`config.mk`:
```
export PLATFORM = sky130hd
export DESIGN_NAME = tage_provider_arbiter
export DESIGN_NICKNAME = d
export VERILOG_FILES = /design/src/hw/bpu_pkg.sv /design/src/hw/tage_provider_arbiter.sv
export VERILOG_INCLUDE_DIRS = /design/src /design/src/hw
export SDC_FILE = /design/constraint.sdc
export NUM_CORES = 1
export LEC_CHECK = 0
export BUFFER_PORTS_ARGS = -buffer_cell sky130_fd_sc_hd__buf_4
export CAP_MARGIN = 25
export CORE_AREA = 5 5 42 44
export DETAILED_ROUTE_END_ITERATION = 6
export DIE_AREA = 0 0 47 49
export PLACE_DENSITY_LB_ADDON = 0.05
export REMOVE_ABC_BUFFERS = 1
export SYNTH_ARGS = -nofsm -noshare
export SYNTH_HDL_FRONTEND = slang
export SYNTH_SLANG_ARGS = --single-unit
```
`constraint.sdc`:
```
create_clock -name vclk -period 1
set_clock_uncertainty 0.2 [all_clocks]
set_input_delay 0.15 -clock vclk [all_inputs]
set_output_delay 0.15 -clock vclk [all_outputs]
set_load 0.02 [all_outputs]
```
`src/hw/bpu_defs.svh`:
```
`ifndef BPU_DEFS_SVH
`define BPU_DEFS_SVH

// address and instruction width
`define BPU_XLEN 32

// global history register
`define BPU_HIST_BITS 16

// tagged tables, one per history half
`define BPU_NUM_TAGGED 2
`define BPU_TAGE_IDX_BITS 8
`define BPU_TAG_BITS 10
`define BPU_PARTIAL_TAG_BITS 6   // upper tag bits compared at lookup

// bimodal indexed by pc[9:1]
`define BPU_BIM_IDX_BITS 9

// btb indexed by pc[9:2], tagged by the top pc bits
`define BPU_BTB_IDX_BITS 8
`define BPU_BTB_TAG_BITS 22

// counter value after reset, weakly not taken
`define BPU_CTR_INIT 2'b01

`endif

```
`src/hw/bpu_pkg.sv`:
```
`include "bpu_defs.svh"

package bpu_pkg;

    typedef enum logic [6:0] {
        OP_BRANCH = 7'b1100011,
        OP_JAL    = 7'b1101111,
        OP_JALR   = 7'b1100111
    } opcode_e;

    // provider number equals tagged table number plus one
    typedef enum logic [1:0] {
        PROV_BIMODAL = 2'd0,
        PROV_T0      = 2'd1,
        PROV_T1      = 2'd2
    } provider_e;

    typedef enum logic [1:0] {
        TOP_NONE         = 2'd0,
        TOP_TRAIN        = 2'd1,
        TOP_RESET_STRONG = 2'd2,
        TOP_ALLOC        = 2'd3
    } table_op_e;

    typedef logic [1:0]                    ctr_t;
    typedef logic [`BPU_XLEN-1:0]          addr_t;
    typedef logic [`BPU_HIST_BITS-1:0]     hist_t;
    typedef logic [`BPU_TAGE_IDX_BITS-1:0] tage_idx_t;
    typedef logic [`BPU_TAG_BITS-1:0]      tage_tag_t;

    // two-bit saturating step
    function automatic ctr_t ctr_sat(input ctr_t ctr, input logic up);
        ctr_t nxt;
        nxt = ctr;
        if (up && ctr != 2'b11) begin
            nxt = ctr + 2'd1;
        end else if (!up && ctr != 2'b00) begin
            nxt = ctr - 2'd1;
        end
        return nxt;
    endfunction

endpackage

```
`src/hw/tage_provider_arbiter.sv`:
```
`timescale 1ns/10ps
`include "bpu_defs.svh"

module tage_provider_arbiter (
    input  logic [`BPU_NUM_TAGGED-1:0]               match_i,
    input  logic [`BPU_NUM_TAGGED-1:0]               tbl_pred_i,
    input  logic                                     bim_pred_i,
    input  logic                                     ex_branch_valid_i,
    input  logic                                     ex_pdt_true_i,
    input  bpu_pkg::provider_e                       ex_provider_i,
    input  logic [`BPU_NUM_TAGGED-1:0]               upd_hit_i,
    output logic                                     pred_o,
    output bpu_pkg::provider_e                       provider_o,
    output bpu_pkg::table_op_e [`BPU_NUM_TAGGED-1:0] op_o
);
    import bpu_pkg::*;

    // lookup, highest numbered match overrides
    always_comb begin
        pred_o     = bim_pred_i;
        provider_o = PROV_BIMODAL;
        for (int t = 0; t < `BPU_NUM_TAGGED; t++) begin
            if (match_i[t]) begin
                pred_o     = tbl_pred_i[t];
                provider_o = provider_e'(t + 1);
            end
        end
    end

    // feedback commands per table
    always_comb begin
        logic alloc_found;
        int   alloc_sel;
        alloc_found = 1'b0;
        alloc_sel   = 0;
        for (int t = 0; t < `BPU_NUM_TAGGED; t++) begin
            op_o[t] = TOP_NONE;
            if (!upd_hit_i[t]) begin  // free slot, later table preferred
                alloc_found = 1'b1;
                alloc_sel   = t;
            end
        end
        if (ex_branch_valid_i) begin
            if (ex_provider_i == PROV_BIMODAL) begin
                if (!ex_pdt_true_i && alloc_found) begin
                    op_o[alloc_sel] = TOP_ALLOC;
                end
            end else begin
                for (int t = 0; t < `BPU_NUM_TAGGED; t++) begin
                    if (ex_provider_i == provider_e'(t + 1)) begin
                        op_o[t] = ex_pdt_true_i ? TOP_TRAIN : TOP_RESET_STRONG;
                    end
                end
            end
        end
    end

endmodule

```
==> impl_metrics.ini <==
[outcome]
status = finished with violations
violations = setup timing

[global_routing]
grt_pass1_wl_um = 945
antenna_found_initial = 0
grt_overflow = 0
grt_max_degree = 5
track_usage_pct = 4.98
grt_pass1_vias = 233

[power]
power_frac_seq_pct = 0
switching_share_pct = 41.4
comb_power_share_pct = 100.0
ir_drop_mv = 0.104
power.total_mw = 0.139
powerDensity_nw_per_um2 = 399
pwr-share-clk_pct = 0
p_int_mw = 0.0814
power.switching_mw = 0.0575
p_leak_nw = 0.169

[yosys]
yosysTopAreaCell = nand2b_1
synthesis.area_um2 = 118
ys_seq_area_share_pct = 0
synth_top_area_share_pct = 10.6
synth_most_common_cell = nand2_1
syn_inst = 19
synth.distinct_cells = 14
ys_top_cells_by_area = nand2b_1, nor2b_1, nand2_1, a21oi_1, mux2i_1
synth-warning-count = 0
avgSynthCellArea_um2 = 6.19
synth_commonest_cells = nand2_1, a21oi_1, nand2b_1, nor2b_1

[placement]
dp_hpwl_um = 487
portBuffers = 18
gp_congestion = 0.622
placed_cells_incl_taps = 57
place_area_um2 = 303

[routing]
vias_per_cell = 3.79
dr.pass1.iters = 1
vias = 216
drt-total-wl_um = 559
drt_iter0_markers = 0
ant_nets = 0
drc_errors = 0
wl_per_cell_um = 9.81

[timing]
worst_slew_pin_slew_ns = 0.118
grt_setup_unrepaired = true
timing.fmax_mhz = 724
hold_viol = 0
fin_crit_sh_pct = 138
slew_violations = 0
fin_crit_ns = 1.38
slew_headroom_pct = 91.9
finalSetupViolCount = 4
fin_ws_ns = -0.382

[setup_path]
slowest_stage = or4b_4
arrival_ns = 1.03
required_ns = 0.65
crit_cells = 4
max_stage_delay_ns = 0.52
cp_cell_sequence = buf_6, or4b_4, a21oi_2, buf_4
end_kind = primary output
cp-start-kind = input port
path_buf_inv = 2
path_delay_family = simple AND/OR/NAND/NOR gates
worst-path-max-fanout = 2
worstSetupPathType = in2out

[clock_tree]
post-cts-setup-buffers = 0
hold_buffers = 0

[min_path]
worst_hold_path_type = in2out
min_from = match_i[1]
whs_endpoint = provider_o[1]
hold_depth = 2

[finish]
nets = 54
final_layout_size_suffix_gt1_share_pct = 70.7
ff_latch_area_um2 = 0
fill_cells = 165
multi_input_area_um2 = 133
final_util_pct = 24.8
clkbuf_count = 0
diodes = 0
nFlopsAndLatches = 0
fin_cells = 57
design_area_um2 = 348
area_growth_pct = 196

[floorplanning]
chipWidth_um = 47
rows = 14
ioPinCount = 18
initial_utilization_pct = 8.39
dieHeight_um = 49
fp.coreArea_um2 = 1400
floorplan.die_area_um2 = 2300

[run]
cap_violations = 0
==> stage by stage <==
stage / setup TNS [ns] / hold slack (ns) / worst slack (ns)
final: -1.03 / 0.329 / -0.382
after global routing: -1.21 / 0.340 / -0.414
after CTS: -1.09 / 0.331 / -0.417
after detailed placement: -1.45 / 0.327 / -0.420
after global placement: -1.40 / 0.327 / -0.400
after floorplan: -1.04 / 0.100 / -0.370
==> power groups by stage <==
stage	Combinational, mW	Sequential (mW)	Clock, mW
5_1_grt	0.151	0	0
6_report	0.139	0	0
4_1_cts	0.136	0	0
3_3_place_gp	0.121	0	0
2_1_floorplan	0.0375	0	0
3_5_place_dp	0.122	0	0
==> cells in the final DEF, fill, tap and decap left out, types with 2 or more instances in the layout <==
cell and instances:
buf_4 18, buf_6 5, nand2_1 3, nand2b_1 2, a21oi_2 2, nor2b_1 2
==> worst max path at each step <==
stage	from	to	slack [ns]
3_5_place_dp	ex_pdt_true_i	op_o[2]	-0.42
5_1_grt	upd_hit_i[0]	op_o[0]	-0.41
6_report	upd_hit_i[0]	op_o[0]	-0.38
4_1_cts	upd_hit_i[0]	op_o[0]	-0.42
3_3_place_gp	ex_pdt_true_i	op_o[0]	-0.40
2_1_floorplan	ex_pdt_true_i	op_o[0]	-0.37
==> layer usage <==
metal | part of all wire [%] | global-route usage (%) | routed length (um) | up-vias
met1 | 43 | 6.74 | 238 | 100
li1 | - | - | - | 109
met3 | 8.9 | 1.11 | 50 | 0
met4 | 0 | 0 | 0 | 0
met5 | 0 | 0 | 0 | -
met2 | 48 | 8.37 | 270 | 7
==> area by class of cell <==
class | instances | share of cell area (%)
inverter | 1 | 1.08
multi-input combinational | 17 | 38.1
tap | 16 | 5.76
timing repair buffer | 23 | 55.0
==> repair_timing <==
item | CTS | global route
gates resized for setup | 9 | 3
setup endpoints to repair | 5 | 5
pin swaps | 3 | 2
==> cell families after synthesis <==
family,after synthesis,share of synthesized area [%]
multiplexers,1,8.51
AO/OA/AOI/OAI,4,19.1
AND/OR/NAND/NOR,12,62.8
buffers and inverters,2,9.57
Note: power is estimated with default switching activity, not from simulation.
