[src/hw/bpu_defs.svh]
`ifndef BPU_DEFS_SVH
`define BPU_DEFS_SVH

// address and instruction width
`define BPU_XLEN 32

// global history register
`define BPU_HIST_BITS 16

// tagged tables, one per history half
`define BPU_NUM_TAGGED 2
`define BPU_TAGE_IDX_BITS 8
`define BPU_TAG_BITS 10
`define BPU_PARTIAL_TAG_BITS 6   // upper tag bits compared at lookup

// bimodal indexed by pc[9:1]
`define BPU_BIM_IDX_BITS 9

// btb indexed by pc[9:2], tagged by the top pc bits
`define BPU_BTB_IDX_BITS 8
`define BPU_BTB_TAG_BITS 22

// counter value after reset, weakly not taken
`define BPU_CTR_INIT 2'b01

`endif

[src/hw/bpu_pkg.sv]
`include "bpu_defs.svh"

package bpu_pkg;

    typedef enum logic [6:0] {
        OP_BRANCH = 7'b1100011,
        OP_JAL    = 7'b1101111,
        OP_JALR   = 7'b1100111
    } opcode_e;

    // provider number equals tagged table number plus one
    typedef enum logic [1:0] {
        PROV_BIMODAL = 2'd0,
        PROV_T0      = 2'd1,
        PROV_T1      = 2'd2
    } provider_e;

    typedef enum logic [1:0] {
        TOP_NONE         = 2'd0,
        TOP_TRAIN        = 2'd1,
        TOP_RESET_STRONG = 2'd2,
        TOP_ALLOC        = 2'd3
    } table_op_e;

    typedef logic [1:0]                    ctr_t;
    typedef logic [`BPU_XLEN-1:0]          addr_t;
    typedef logic [`BPU_HIST_BITS-1:0]     hist_t;
    typedef logic [`BPU_TAGE_IDX_BITS-1:0] tage_idx_t;
    typedef logic [`BPU_TAG_BITS-1:0]      tage_tag_t;

    // two-bit saturating step
    function automatic ctr_t ctr_sat(input ctr_t ctr, input logic up);
        ctr_t nxt;
        nxt = ctr;
        if (up && ctr != 2'b11) begin
            nxt = ctr + 2'd1;
        end else if (!up && ctr != 2'b00) begin
            nxt = ctr - 2'd1;
        end
        return nxt;
    endfunction

endpackage

[src/hw/bimodal_table.sv]
`timescale 1ns/10ps
`include "bpu_defs.svh"

module bimodal_table (
    input  logic           clk,
    input  logic           rst,
    input  bpu_pkg::addr_t lookup_pc_i,
    input  logic           upd_valid_i,
    input  bpu_pkg::addr_t upd_pc_i,
    input  logic           taken_i,
    output logic           pred_o
);
    import bpu_pkg::*;

    localparam int IB      = `BPU_BIM_IDX_BITS;
    localparam int ENTRIES = 1 << IB;

    ctr_t          ctr_q [ENTRIES];
    logic [IB-1:0] lkp_idx;
    logic [IB-1:0] upd_idx;

    // halfword granular index, bit 0 dropped
    assign lkp_idx = lookup_pc_i[IB:1];
    assign upd_idx = upd_pc_i[IB:1];

    assign pred_o = ctr_q[lkp_idx][1];

    always_ff @(posedge clk or posedge rst) begin
        if (rst) begin
            for (int i = 0; i < ENTRIES; i++) begin
                ctr_q[i] <= `BPU_CTR_INIT;
            end
        end else if (upd_valid_i) begin
            ctr_q[upd_idx] <= ctr_sat(ctr_q[upd_idx], taken_i);  // trains on every branch
        end
    end

endmodule

[config.mk]
export PLATFORM = sky130hd
export DESIGN_NAME = bimodal_table
export DESIGN_NICKNAME = d
export VERILOG_FILES = /design/src/hw/bpu_pkg.sv /design/src/hw/bimodal_table.sv
export VERILOG_INCLUDE_DIRS = /design/src /design/src/hw
export SDC_FILE = /design/constraint.sdc
export NUM_CORES = 2
export LEC_CHECK = 0
export ABC_AREA = 1
export BUFFER_PORTS_ARGS = -buffer_cell sky130_fd_sc_hd__clkbuf_2
export CAP_MARGIN = 30
export CORE_MARGIN = 2
export CORE_UTILIZATION = 65
export DETAILED_ROUTE_END_ITERATION = 6
export PLACE_DENSITY = 0.79
export SLEW_MARGIN = 20
export SYNTH_ARGS = -nofsm -noshare
export SYNTH_HDL_FRONTEND = slang
export SYNTH_SLANG_ARGS = --single-unit
[constraint.sdc]
create_clock -name clk -period 74.5 [get_ports clk]
set_input_delay 14.9 -clock clk [delete_from_list [all_inputs] [get_ports clk]]
set_output_delay 14.9 -clock clk [all_outputs]
set_load 0.005 [all_outputs]
==> metrics.txt <==
worst-margin pin slew between 1 and 1.5 ns; vias in the first global route between 60,000 and 70,000; final WL ~230,000 microns; critical path arrival between 15 and 20 ns; CTS tree yes; EDFF count, synth 0; io pins 69; LEAKAGE approximately 31 nW; Slowest Stage Delay on Critical Path 0.83 ns; postcts setup bufs 0; FP Rows around 110; Syn. warnings 0; biggest regs ctr_q (1024); flop2flop setup slack 68.91 ns; final slew viol count 0; ys async rst share 1.000; area occupied by multi-input gates 29,220 sq um; Sw Share 0.2841; drt initial violations about 9,400; Rel. slew slack 0.1710; RSZ-0062 raised after global routing no; Final ANT Viol Nets 0; status completed; CP cell instances buf_8 > buf_4 > buf_4 > o21ai_0 > o22ai_1 > nand2_1 > nand3_1 > nand3_1 > nand3_1 > nand3_1 > nand2_1 > nand2_1 > nand2_1 > nand2_1 > nand2_1 > clkbuf_2; synthesis-stage register bit count just over 1,000; maximum clock rate 29.70 MHz; Hold Fails Final Rpt 0; worst-path maximum fanout around 70; Avg Inst Size Synth about 6.6 sq um; Worst Path Required slightly below 60 ns; crit path launch type primary input; Final Cell Area 64,440 sq um; residual DRC count 0; Critical Path End Type output pin; top cell type's share of synthesized area 0.2573; final setup vio count 0; fin crit period approximately 34 ns; max reg flops approximately 1,000; fin crit share 0.4520; cell repeated most along the worst path nand2_1; H-tree Lvls 3; count leader, synth nand2_1; die height a little over 300 microns; Root Buffer clkbuf_16; Slowest-stage cell, CP buf_4; Power Internal 924.9 uW; Overflow after GRT 0; core area ~93,000 sq um; DP Wirelength 121,000 microns; Bufs on Longest Clock Path 3; hold slack ~0.47 ns; largest cells by area after synthesis nand2_1 26%, dfstp_2 22%, dfrtp_1 21%; Worst-path clk slew ~0.060 ns; largest net degree at the start of global routing between 200 and 250; Post-CTS Resized 0; # clock sinks between 1,000 and 1,500; combinational share of power 0.108; port bufs 22; hold buffers post-CTS 0; DIE AREA slightly below 100,000 sq um; pwr dens 20.05 nW/um^2; Area Overhead vs Synth 5.619%; pre-CTS setup slack roughly 41 ns; initial antenna violation count 11; Starting Density 0.6547; via-per-instance ratio between 6 and 7; class of the most critical hold timing path register to register; cells after synthesis approximately 9,200; worst vdd ir roughly 27 uV; final net count slightly below 9,000; Final Skew approximately 0.027 ns; first-pass GRT wire length between 300,000 and 400,000 microns; Finished Layout Cells slightly above 10,000; Worst Setup Path Type primary input to output pin; worst skew pair latency 0.74 ns; Vias ~64,000; number of distinct library cells after synthesis 30; GR Util All Layers 0.4703; Fillers around 8,000; GP Congestion 0.9361; layout cell share with drive strength beyond 1 0.09772; Mapped Nets ~9,300; Synth Cell Area 61,010 sq um; post-synthesis sequential area ratio 0.4305; DRT Pass-1 Iters 7; Die X 310.4 microns; Clk pwr share 0.440; sw power about 370 uW; drt wl/cell ~22 microns; CTS Buf Count about 110; TNS Setup 0 ns; # Max-Cap Violations 0; placed cell count between 9,000 and 10,000; Top FF cell, synth dfstp_2; worst setup margin slightly above 40 ns; most frequent cells after synthesis 4,182 x nand2_1, 1,227 x nand3_1, 608 x inv_1; Register Area between 20,000 and 30,000 sq um; sequential fraction of design power 0.452; post-synth top area cell nand2_1; Biggest register ctr_q; dpl cell area between 60,000 and 70,000 sq um
-- layer usage --
| layer | share of wire | vias up | GRT usage |
|---|---|---|---|
| li1 | - | 28365 | - |
| met1 | 0.35 | 30015 | 0.5993 |
| met2 | 0.41 | 4850 | 0.6731 |
| met3 | 0.16 | 1217 | 0.1685 |
| met4 | 0.080 | 20 | 0.3119 |
| met5 | 0.00058 | - | 0 |
-- cell type report --
class,instances,area share
inverters,624,0.03705
multi-input cells,6947,0.4535
diodes,10,0.0003883
flip-flops and latches,1024,0.4076
well taps,1254,0.02435
clock buffers,159,0.05056
repair buffers,133,0.02010
clock inverters,47,0.006485
-- worst max-delay path: cells and delay by family --
family	cells	cell delay [ns]
buffers and inverters	4	2.00
AOI/OAI and AO/OA	2	0.48
and+or+nand+nor	10	1.31
-- stage by stage --
stage / utilization / total power, mW
floorplan: - / 0.6761
global placement: 0.6480 / 0.7210
detailed placement: 0.6503 / 0.7232
CTS: 0.6898 / 1.281
global route: 0.6912 / 1.319
finish: 0.6915 / 1.292
-- path summary, 6_finish.rpt --
check / startpoint / endpoint / depth (start not counted)
setup / recovery: lookup_pc_i[1] / pred_o / 16
min in group asynchronous: rst / ctr_q[387]$_DFFE_PP0P_ / 2
hold / removal: ctr_q[386]$_DFFE_PP1P_ / ctr_q[386]$_DFFE_PP1P_ / 2
max in group asynchronous: rst / ctr_q[40]$_DFFE_PP1P_ / 7
hold reg to reg: ctr_q[386]$_DFFE_PP1P_ / ctr_q[386]$_DFFE_PP1P_ / 2
setup reg to reg: ctr_q[655]$_DFFE_PP0P_ / ctr_q[745]$_DFFE_PP0P_ / 22
-- cells in the final DEF, fill, tap and decap left out, types with 2 or more instances in the layout --
master / count
nand4_1: 49
nand2_2: 2
buf_4: 93
inv_8: 4
nor2_4: 7
o21ai_0: 264
buf_16: 10
nand3_1: 1227
clkbuf_8: 30
a22oi_1: 16
nand2_8: 2
inv_6: 3
clkbuf_1: 18
bufinv_16: 6
nand2_1: 4179
clkbuf_2: 17
clkinvlp_4: 7
nor3_1: 392
o21ai_1: 36
clkbuf_16: 111
o22ai_1: 128
buf_12: 9
dfstp_2: 512
inv_2: 10
clkinv_1: 6
inv_1: 599
diode_2: 10
dfrtp_1: 512
clkinv_2: 34
nand2_4: 2
nor2_1: 593
ha_1: 2
a21oi_1: 39
buf_8: 3
nand3_2: 6
-- power groups by stage --
stage	clock [mW]	sequential (mW)	combinational, mW
2_1_floorplan	0	0.590	0.0860
6_report	0.568	0.585	0.140
5_1_grt	0.589	0.586	0.144
3_5_place_dp	0	0.593	0.130
4_1_cts	0.566	0.584	0.131
3_3_place_gp	0	0.593	0.128
-- logic make-up after synthesis --
logic type | share of synthesized area
simple gates | 0.4343
flops | 0.4305
fa+ha+maj | 0.0004101
compound gates | 0.04302
buf+inv | 0.09175
Note: power is estimated with default switching activity, not from simulation.
