## config.mk

```make
export PLATFORM = sky130hd
export DESIGN_NAME = tage_index_hash
export DESIGN_NICKNAME = d
export VERILOG_FILES = /design/src/hw/bpu_pkg.sv /design/src/hw/tage_index_hash.sv
export VERILOG_INCLUDE_DIRS = /design/src /design/src/hw
export SDC_FILE = /design/constraint.sdc
export NUM_CORES = 1
export LEC_CHECK = 0
export ABC_AREA = 1
export BUFFER_PORTS_ARGS = -buffer_cell sky130_fd_sc_hd__buf_4
export CORE_AREA = 2 2 64 66
export DETAILED_ROUTE_END_ITERATION = 8
export DIE_AREA = 0 0 66 68
export PLACE_DENSITY = 0.87
export SYNTH_ARGS = -nofsm -noshare
export SYNTH_HDL_FRONTEND = slang
export SYNTH_SLANG_ARGS = --single-unit
```

## constraint.sdc

```tcl
create_clock -name vclk -period 0.8
set_input_delay 0.12 -clock vclk [all_inputs]
set_output_delay 0.12 -clock vclk [all_outputs]
set_load 0.05 [all_outputs]
```

## src/hw/bpu_defs.svh

```systemverilog
`ifndef BPU_DEFS_SVH
`define BPU_DEFS_SVH

// address and instruction width
`define BPU_XLEN 32

// global history register
`define BPU_HIST_BITS 16

// tagged tables, one per history half
`define BPU_NUM_TAGGED 2
`define BPU_TAGE_IDX_BITS 8
`define BPU_TAG_BITS 10
`define BPU_PARTIAL_TAG_BITS 6   // upper tag bits compared at lookup

// bimodal indexed by pc[9:1]
`define BPU_BIM_IDX_BITS 9

// btb indexed by pc[9:2], tagged by the top pc bits
`define BPU_BTB_IDX_BITS 8
`define BPU_BTB_TAG_BITS 22

// counter value after reset, weakly not taken
`define BPU_CTR_INIT 2'b01

`endif

```

## src/hw/bpu_pkg.sv

```systemverilog
`include "bpu_defs.svh"

package bpu_pkg;

    typedef enum logic [6:0] {
        OP_BRANCH = 7'b1100011,
        OP_JAL    = 7'b1101111,
        OP_JALR   = 7'b1100111
    } opcode_e;

    // provider number equals tagged table number plus one
    typedef enum logic [1:0] {
        PROV_BIMODAL = 2'd0,
        PROV_T0      = 2'd1,
        PROV_T1      = 2'd2
    } provider_e;

    typedef enum logic [1:0] {
        TOP_NONE         = 2'd0,
        TOP_TRAIN        = 2'd1,
        TOP_RESET_STRONG = 2'd2,
        TOP_ALLOC        = 2'd3
    } table_op_e;

    typedef logic [1:0]                    ctr_t;
    typedef logic [`BPU_XLEN-1:0]          addr_t;
    typedef logic [`BPU_HIST_BITS-1:0]     hist_t;
    typedef logic [`BPU_TAGE_IDX_BITS-1:0] tage_idx_t;
    typedef logic [`BPU_TAG_BITS-1:0]      tage_tag_t;

    // two-bit saturating step
    function automatic ctr_t ctr_sat(input ctr_t ctr, input logic up);
        ctr_t nxt;
        nxt = ctr;
        if (up && ctr != 2'b11) begin
            nxt = ctr + 2'd1;
        end else if (!up && ctr != 2'b00) begin
            nxt = ctr - 2'd1;
        end
        return nxt;
    endfunction

endpackage

```

## src/hw/tage_index_hash.sv

```systemverilog
`timescale 1ns/10ps
`include "bpu_defs.svh"

module tage_index_hash (
    input  bpu_pkg::addr_t                           if_pc_i,
    input  bpu_pkg::hist_t                           history_i,
    input  bpu_pkg::addr_t                           ex_pc_i,
    input  bpu_pkg::hist_t                           ex_history_i,
    output bpu_pkg::tage_idx_t [`BPU_NUM_TAGGED-1:0] lkp_idx_o,
    output bpu_pkg::tage_tag_t [`BPU_NUM_TAGGED-1:0] lkp_tag_o,
    output bpu_pkg::tage_idx_t [`BPU_NUM_TAGGED-1:0] upd_idx_o,
    output bpu_pkg::tage_tag_t [`BPU_NUM_TAGGED-1:0] upd_tag_o
);
    import bpu_pkg::*;

    localparam int IW = `BPU_TAGE_IDX_BITS;
    localparam int TW = `BPU_TAG_BITS;
    localparam int HB = `BPU_HIST_BITS;

    // table t folds in history half t
    function automatic tage_idx_t fold_idx(input addr_t pc, input hist_t h, input int t);
        return pc[IW-1:0] ^ h[t*IW +: IW];
    endfunction

    function automatic tage_tag_t fold_tag(input addr_t pc, input hist_t h, input int t);
        tage_tag_t hmix;
        if (t == 0) begin
            hmix = h[HB-1 -: TW];            // top history bits
        end else begin
            hmix = tage_tag_t'(h[IW-1:0]);   // low half, zero extended
        end
        return pc[IW +: TW] ^ hmix;
    endfunction

    for (genvar g = 0; g < `BPU_NUM_TAGGED; g++) begin : g_tbl
        // lookup sees live history
        assign lkp_idx_o[g] = fold_idx(if_pc_i, history_i, g);
        assign lkp_tag_o[g] = fold_tag(if_pc_i, history_i, g);
        // update uses history carried down the pipe
        assign upd_idx_o[g] = fold_idx(ex_pc_i, ex_history_i, g);
        assign upd_tag_o[g] = fold_tag(ex_pc_i, ex_history_i, g);
    end

endmodule

```

==> impl_metrics.json, run 1 <==
{
  "stdcell_area_mm2": 0.00213,
  "drive_gt1_share_pct": 35.0,
  "fmax_ghz": 1.35,
  "track_usage_pct": 15.1,
  "std_cell_rows": 23,
  "cp-start-kind": "primary input",
  "cts_hold_buf": 0,
  "placed_cell_area_mm2": 0.00213,
  "postCtsSetupBuffers": 0,
  "setup_viol": 0,
  "fin_crit_sh_pct": 92.9,
  "yosysSeqAreaShare_pct": 0,
  "post_cts_resized": 0,
  "io_pins": 168,
  "start_util_pct": 27.3,
  "wl_um": 3790,
  "criticalPathCategory": "primary input to output port",
  "worstHoldPathType": "primary input to output port",
  "cpPeakStageDelay_ps": 190,
  "core-area_mm2": 0.00386,
  "path_max_fanout": 3,
  "p_leak_nw": 1.63,
  "syn_nets": 372,
  "nets": 510,
  "antenna_found_initial": 0,
  "grt_pass1_wl_um": 5800,
  "cp.required_ps": 680,
  "cpMaxStageDelayCell": "buf_4",
  "ir_drop_v": 0.000385,
  "critPathArrivalTime_ps": 620,
  "remaining_drc_errors": 0,
  "fin_tns_setup_ps": 0,
  "die_area_mm2": 0.00449,
  "dr.first_iter.drc_count": 26,
  "clkbuf_count": 0,
  "final_hold_viol_count": 0,
  "maxCapViolCount": 0,
  "relSlewSlack_pct": 89.8,
  "critPathCaptureType": "output port",
  "grt_remaining_overflow": 0,
  "rsz0062_at_grt": "no",
  "wl_per_cell_um": 8.21,
  "p_per_area_mw_per_mm2": 1020,
  "fin_crit_ps": 743,
  "status": "finished, final reports clean",
  "area_delta_synth_final_pct": 103,
  "drtAntennaViolNets": 0,
  "slew_viol_final": 0,
  "synthCells": 276,
  "die_h_um": 68,
  "hpwl_um": 3450,
  "numPortBuffers": 140,
  "synth_warnings": 0,
  "n_antenna_cell": 0,
  "grt_max_degree": 5,
  "syn-cell-area_mm2": 0.00105,
  "seq_cell_count": 0,
  "whs_path_depth": 2,
  "routed_via_density": 4.07,
  "tightest_slew_ps": 154,
  "vias": 1882,
  "cp_cell_sequence": "buf_4 -> inv_1 -> nand2_1 -> nand2_1 -> buf_4",
  "grt_pass1_vias": 1510,
  "dieWidth_um": 66,
  "synth_cell_type_count": 4,
  "avgSynthCellArea_um2": 3.81,
  "regArea_um2": 0,
  "firstDrtPassIters": 4,
  "gp_congestion": 0.699
}
-- worst paths after layout --
check	start	end	slack [ps]
max	history_i[1]	lkp_tag_o[11]	60
min	ex_pc_i[17]	upd_tag_o[19]	520
-- power by group --
part	switching, mW	total, mW	internal [mW]
clock	0	0	0
combinational	1.47	2.18	0.711
sequential	0	0	0
-- cells in the final DEF, fill, tap and decap left out --
cell type	count
inv_1	64
buf_4	140
inv_2	4
nand2_1	204
-- critical path, delay by kind of cell --
| kind | cells | cell delay (ps) |
|---|---|---|
| simple gates | 2 | 120 |
| buf+inv | 3 | 380 |
-- synth_stat cells --
master | n | area [um^2]
buf_4 | 4 | 30.0
inv_1 | 64 | 240
inv_2 | 4 | 15.0
nand2_1 | 204 | 766
-- metrics by stage --
step	utilization, %	worst slack [ps]	power, mW	hold WS, ps	cells
global placement	55.4	60.4	2.17	513	462
floorplan	-	132	1.37	407	276
CTS	55.4	52.1	2.19	517	462
finish	55.4	56.5	2.18	516	462
detailed placement	55.4	53.2	2.19	516	462
global route	55.4	2.21	2.33	524	462
-- layout make-up --
class | count | area (um^2)
tap | 50 | 62.6
inverter | 68 | 255
timing repair buffer | 140 | 1050
fill | 422 | 1720
multi-input combinational | 204 | 766
-- kinds of logic (layout without fill, tap and decap cells) --
| kind of cell | after synthesis | count (layout) | share of synthesized area, % |
|---|---|---|---|
| buf+inv | 72 | 208 | 27.1 |
| simple gates | 204 | 204 | 72.9 |
-- layer usage --
metal	GRT usage [%]	wire length, um
met5	0	0
met2	31.6	1980
met4	2.04	12
met1	15.6	1380
met3	3.13	411
(Power assumes the default switching activity.)
==> inputs of run 2 (changes only) <==
--- a/config.mk
+++ b/config.mk
@@ -12,6 +12,7 @@
 export DETAILED_ROUTE_END_ITERATION = 8
 export DIE_AREA = 0 0 66 68
 export PLACE_DENSITY = 0.87
+export REMOVE_ABC_BUFFERS = 1
 export SYNTH_ARGS = -nofsm -noshare
 export SYNTH_HDL_FRONTEND = slang
 export SYNTH_SLANG_ARGS = --single-unit
==> run 2 against run 1 <==
  * Critical path depth is the same
  * Wire length is 2.5% lower
  * Critical endpoint is now lkp_tag_o[1]
  * Die area is the same
  * Non-clock buffer count is the same
  * Power barely moved
  * Sequential share of layout area unchanged
==> impl_metrics.json, run 2 (synthesis results as in run 1) <==
{
  "cp_cell_sequence": "buf_4 -> inv_2 -> nand2_1 -> nand2_1 -> buf_4",
  "fin_crit_sh_pct": 92.1,
  "io_pins": 168,
  "firstDrtPassIters": 4,
  "drive_gt1_share_pct": 35.0,
  "std_cell_rows": 23,
  "maxCapViolCount": 0,
  "nets": 510,
  "antenna_found_initial": 0,
  "start_util_pct": 27.3,
  "grt_max_degree": 5,
  "track_usage_pct": 13.9,
  "wl_um": 3700,
  "grt_pass1_vias": 1421,
  "layout_commonest_cell": "nand2_1",
  "mostFrequentLayoutCells": "nand2_1, buf_4, inv_1, inv_2, buf_6",
  "drtAntennaViolNets": 0,
  "p_leak_nw": 1.64,
  "dieWidth_um": 66,
  "critPathCaptureType": "output port",
  "area_delta_synth_final_pct": 103,
  "rsz0062_at_grt": "no",
  "worstHoldPathType": "primary input to output port",
  "core-area_mm2": 0.00386,
  "cts_hold_buf": 0,
  "fin_tns_setup_ps": 0,
  "grt_remaining_overflow": 0,
  "ir_drop_v": 0.000431,
  "tightest_slew_ps": 152,
  "criticalPathCategory": "primary input to output port",
  "hp-start": "if_pc_i[17]",
  "regArea_um2": 0,
  "fin_crit_ps": 737,
  "p_per_area_mw_per_mm2": 1020,
  "critPathTopFamily": "buffers and inverters",
  "pre_cts_ws_ps": 59.8,
  "clkbuf_count": 0,
  "die_area_mm2": 0.00449,
  "cp.required_ps": 680,
  "dr.first_iter.drc_count": 30,
  "n_antenna_cell": 0,
  "fmax_ghz": 1.36,
  "remaining_drc_errors": 0,
  "cpMaxStageDelayCell": "buf_4",
  "status": "finished, final reports clean",
  "cpPeakStageDelay_ps": 190,
  "routed_via_density": 4.02,
  "critPathBufInv": 3,
  "setup_viol": 0,
  "path_max_fanout": 4,
  "final_hold_viol_count": 0,
  "fillers": 425,
  "slew_viol_final": 0,
  "vias": 1858,
  "whs_path_depth": 2,
  "gp_congestion": 0.771,
  "seq_cell_count": 0,
  "wl_per_cell_um": 8.01,
  "startpoint": "history_i[7]",
  "fin_ws_ps": 62.9,
  "grt_pass1_wl_um": 5330,
  "critPathArrivalTime_ps": 620,
  "numPortBuffers": 140,
  "multi_input_area_um2": 766,
  "die_h_um": 68,
  "cp-start-kind": "primary input",
  "relSlewSlack_pct": 90.0,
  "min_delay_worst_endpoint": "lkp_tag_o[19]",
  "hpwl_um": 3360
}
-- run 2: cell counts in the layout (fill, tap and decap cells not counted) --
No cell type changed its count.
-- run 2: worst max-delay path by stage --
stage | endpoint | slack, ps | cells after the start
final | lkp_tag_o[1] | 60 | 5
after CTS | lkp_tag_o[1] | 60 | 5
after global placement | lkp_tag_o[3] | 70 | 5
after global routing | lkp_tag_o[15] | 10 | 5
after detailed placement | lkp_tag_o[1] | 60 | 5
after floorplan | lkp_idx_o[0] | 130 | 3
-- run 2: area by class of cell --
cell class                      instances  area share (%)
Tap cell                               50            2.93
Inverter                               68            11.9
Timing Repair Buffer                  140            49.3
Multi-Input combinational cell        204            35.8
-- run 2: per-layer routing --
layer | wire (um) | part of all wire (%) | track usage (%) | vias up
met5 | 0 | 0 | 0 | -
li1 | - | - | - | 1036
met3 | 372 | 10 | 2.63 | 0
met2 | 1980 | 54 | 28.3 | 69
met4 | 0 | 0 | 0.510 | 0
met1 | 1340 | 36 | 15.6 | 753
-- run 2: where the power goes --
part / internal, mW / total [mW] / leakage (nW) / switching, mW
Combinational: 0.713 / 2.18 / 1.64 / 1.47
Sequential: 0 / 0 / 0 / 0
Clock: 0 / 0 / 0 / 0
Total: 0.713 / 2.18 / 1.64 / 1.47
-- run 2: what timing repair did --
action / 4_1_cts / 5_1_grt
setup buffers: 0 / 0
setup endpoints to repair: 0 / 1
resized for setup: 0 / 1
-- run 2: metrics by stage --
| stage | cells | power, mW | area (um^2) | utilization [%] | hold WS (ps) |
|---|---|---|---|---|---|
| 3_5_place_dp | 462 | 2.19 | 2130 | 55.4 | 513 |
| 2_1_floorplan | 272 | 1.32 | 1020 | - | 240 |
| 4_1_cts | 462 | 2.19 | 2130 | 55.4 | 513 |
| 3_3_place_gp | 462 | 2.17 | 2130 | 55.4 | 512 |
| 5_1_grt | 462 | 2.33 | 2140 | 55.5 | 518 |
| 6_report | 462 | 2.18 | 2140 | 55.5 | 513 |
==> inputs of run 3 (changes only) <==
--- a/config.mk
+++ b/config.mk
@@ -6,12 +6,12 @@
 export SDC_FILE = /design/constraint.sdc
 export NUM_CORES = 1
 export LEC_CHECK = 0
-export ABC_AREA = 1
+export ABC_AREA = 0
 export BUFFER_PORTS_ARGS = -buffer_cell sky130_fd_sc_hd__buf_4
-export CORE_AREA = 2 2 64 66
+export CORE_AREA = 2 2 65 67
 export DETAILED_ROUTE_END_ITERATION = 8
-export DIE_AREA = 0 0 66 68
-export PLACE_DENSITY = 0.87
+export DIE_AREA = 0 0 67 69
+export PLACE_DENSITY = 0.73
 export REMOVE_ABC_BUFFERS = 1
 export SYNTH_ARGS = -nofsm -noshare
 export SYNTH_HDL_FRONTEND = slang
==> run 3 against run 2 <==
  * Worst setup slack got worse by 6.9 ps
  * First-iteration DRC count fell by 83%
  * Sequential cell count stayed put
  * Fmax decreased by 0.93%
  * Power up 15%
  * Clock-buffer cell count did not move
  * Sequential share of layout area unchanged
  * Critical path depth decreased by 2
  * Global-route usage is 3.4 points lower
  * Cell count fell by 44%
  * Utilization fell by 12 points
  * Critical path type unchanged
  * Critical endpoint is now lkp_tag_o[12]
  * Largest cell class unchanged
  * Highest routed layer is now met4
==> impl_metrics.json, run 3 <==
{
  "drive_gt1_share_pct": 67.3,
  "firstDrtPassIters": 3,
  "syn-cell-area_um2": 626,
  "p_per_area_mw_per_mm2": 1460,
  "postCtsSetupBuffers": 0,
  "rsz0062_at_grt": "no",
  "synth_most_common_cell": "xor2_1",
  "grt_remaining_overflow": 0,
  "yosys-top-cells-area": "xor2_1, buf_4",
  "wl_um": 2710,
  "tightest_slew_ps": 145,
  "start_util_pct": 16.0,
  "worstHoldPathType": "primary input to output port",
  "setup_viol": 0,
  "io_pins": 168,
  "yosysSeqAreaShare_pct": 0,
  "yosysTopAreaCell": "xor2_1",
  "die_h_um": 69,
  "slew_viol_final": 0,
  "hpwl_um": 2610,
  "synth.top_cell.area_share_pct": 95.2,
  "numPortBuffers": 140,
  "pre_cts_ws_ps": 44.0,
  "drtAntennaViolNets": 0,
  "fin_tns_setup_ps": 0,
  "cp-start-kind": "primary input",
  "grt_pass1_vias": 1003,
  "crit_top_cell": "buf_4",
  "layout_commonest_cell": "buf_4",
  "multi_input_area_um2": 596,
  "gp_congestion": 0.723,
  "criticalPathCategory": "primary input to output port",
  "path_max_fanout": 2,
  "remaining_drc_errors": 0,
  "ir_drop_v": 0.000465,
  "mostFrequentLayoutCells": "buf_4, xor2_1",
  "synth_cell_type_count": 2,
  "antenna_found_initial": 0,
  "power.total_mw": 2.50,
  "cpPeakStageDelay_ps": 220,
  "final_core_util_pct": 43.7,
  "clkbuf_count": 0,
  "dieWidth_um": 67,
  "cpMaxStageDelayCell": "buf_4",
  "vias": 999,
  "core-area_mm2": 0.00391,
  "synthCells": 72,
  "netlist_top_cells_count": "xor2_1, buf_4",
  "grt_max_degree": 4,
  "stdcell_area_mm2": 0.00171,
  "p_leak_nw": 0.964,
  "seq_cell_count": 0,
  "post_cts_resized": 0,
  "area_delta_synth_final_pct": 173,
  "maxCapViolCount": 0,
  "final_hold_viol_count": 0,
  "avgSynthCellArea_um2": 8.69,
  "track_usage_pct": 10.5,
  "cts_hold_buf": 0,
  "placed_cell_area_mm2": 0.00171,
  "critPathCaptureType": "output port",
  "critPathArrivalTime_ps": 620,
  "die_area_mm2": 0.00462,
  "wl_per_cell_um": 10.5,
  "cp.required_ps": 680,
  "relSlewSlack_pct": 90.3,
  "std_cell_rows": 23,
  "whs_ps": 513,
  "n_antenna_cell": 0,
  "fin_crit_sh_pct": 93.0,
  "routed_via_density": 3.87,
  "grt_pass1_wl_um": 4050,
  "synth_warnings": 0,
  "nets": 306,
  "dpl.cell_count": 258,
  "fillers": 403,
  "regArea_um2": 0,
  "cp_cell_sequence": "buf_4 -> xor2_1 -> buf_4",
  "fin_ws_ps": 56.0,
  "dr.first_iter.drc_count": 5,
  "final_cells": 258,
  "fin_crit_ps": 744,
  "fmax_ghz": 1.34,
  "status": "finished, final reports clean"
}
## run 3: cell count changes in the layout (fill, tap and decap cells not counted), sizes merged
cell | before | now
nand2 | 204 | 0
xor2 | 0 | 68
inv | 68 | 0
## run 3: final timing paths
check,slack (ps),cells past startpoint,endpoint,startpoint
setup / recovery,60,3,lkp_tag_o[12],if_pc_i[10]
hold / removal,510,2,lkp_tag_o[19],if_pc_i[17]
## run 3: final cells by class
cell class / count / area share [%]
Multi-Input combinational cell: 68 / 34.8
Timing Repair Buffer: 140 / 61.5
Tap cell: 50 / 3.66
## run 3: cells by family (layout without fill, tap and decap cells)
family,count (synthesis),count (layout),share of synthesized area (%)
buffers and inverters,4,140,4.80
XOR/XNOR,68,68,95.2
## run 3: layer usage
metal / share of wire [%] / GRT usage (%)
met3: 16 / 2.61
met5: 0 / 0
met2: 58 / 23.0
met1: 25 / 8.96
met4: 0.70 / 1.13
## run 3: worst max-delay path: cells and delay by family
family                 cells  cell delay [ps]
buffers and inverters      2              340
XOR/XNOR                   1              160
## run 3: where the power goes
part	total (mW)	leakage [nW]	switching (mW)	internal, mW
Sequential	0	0	0	0
Combinational	2.50	0.964	1.69	0.808
Clock	0	0	0	0
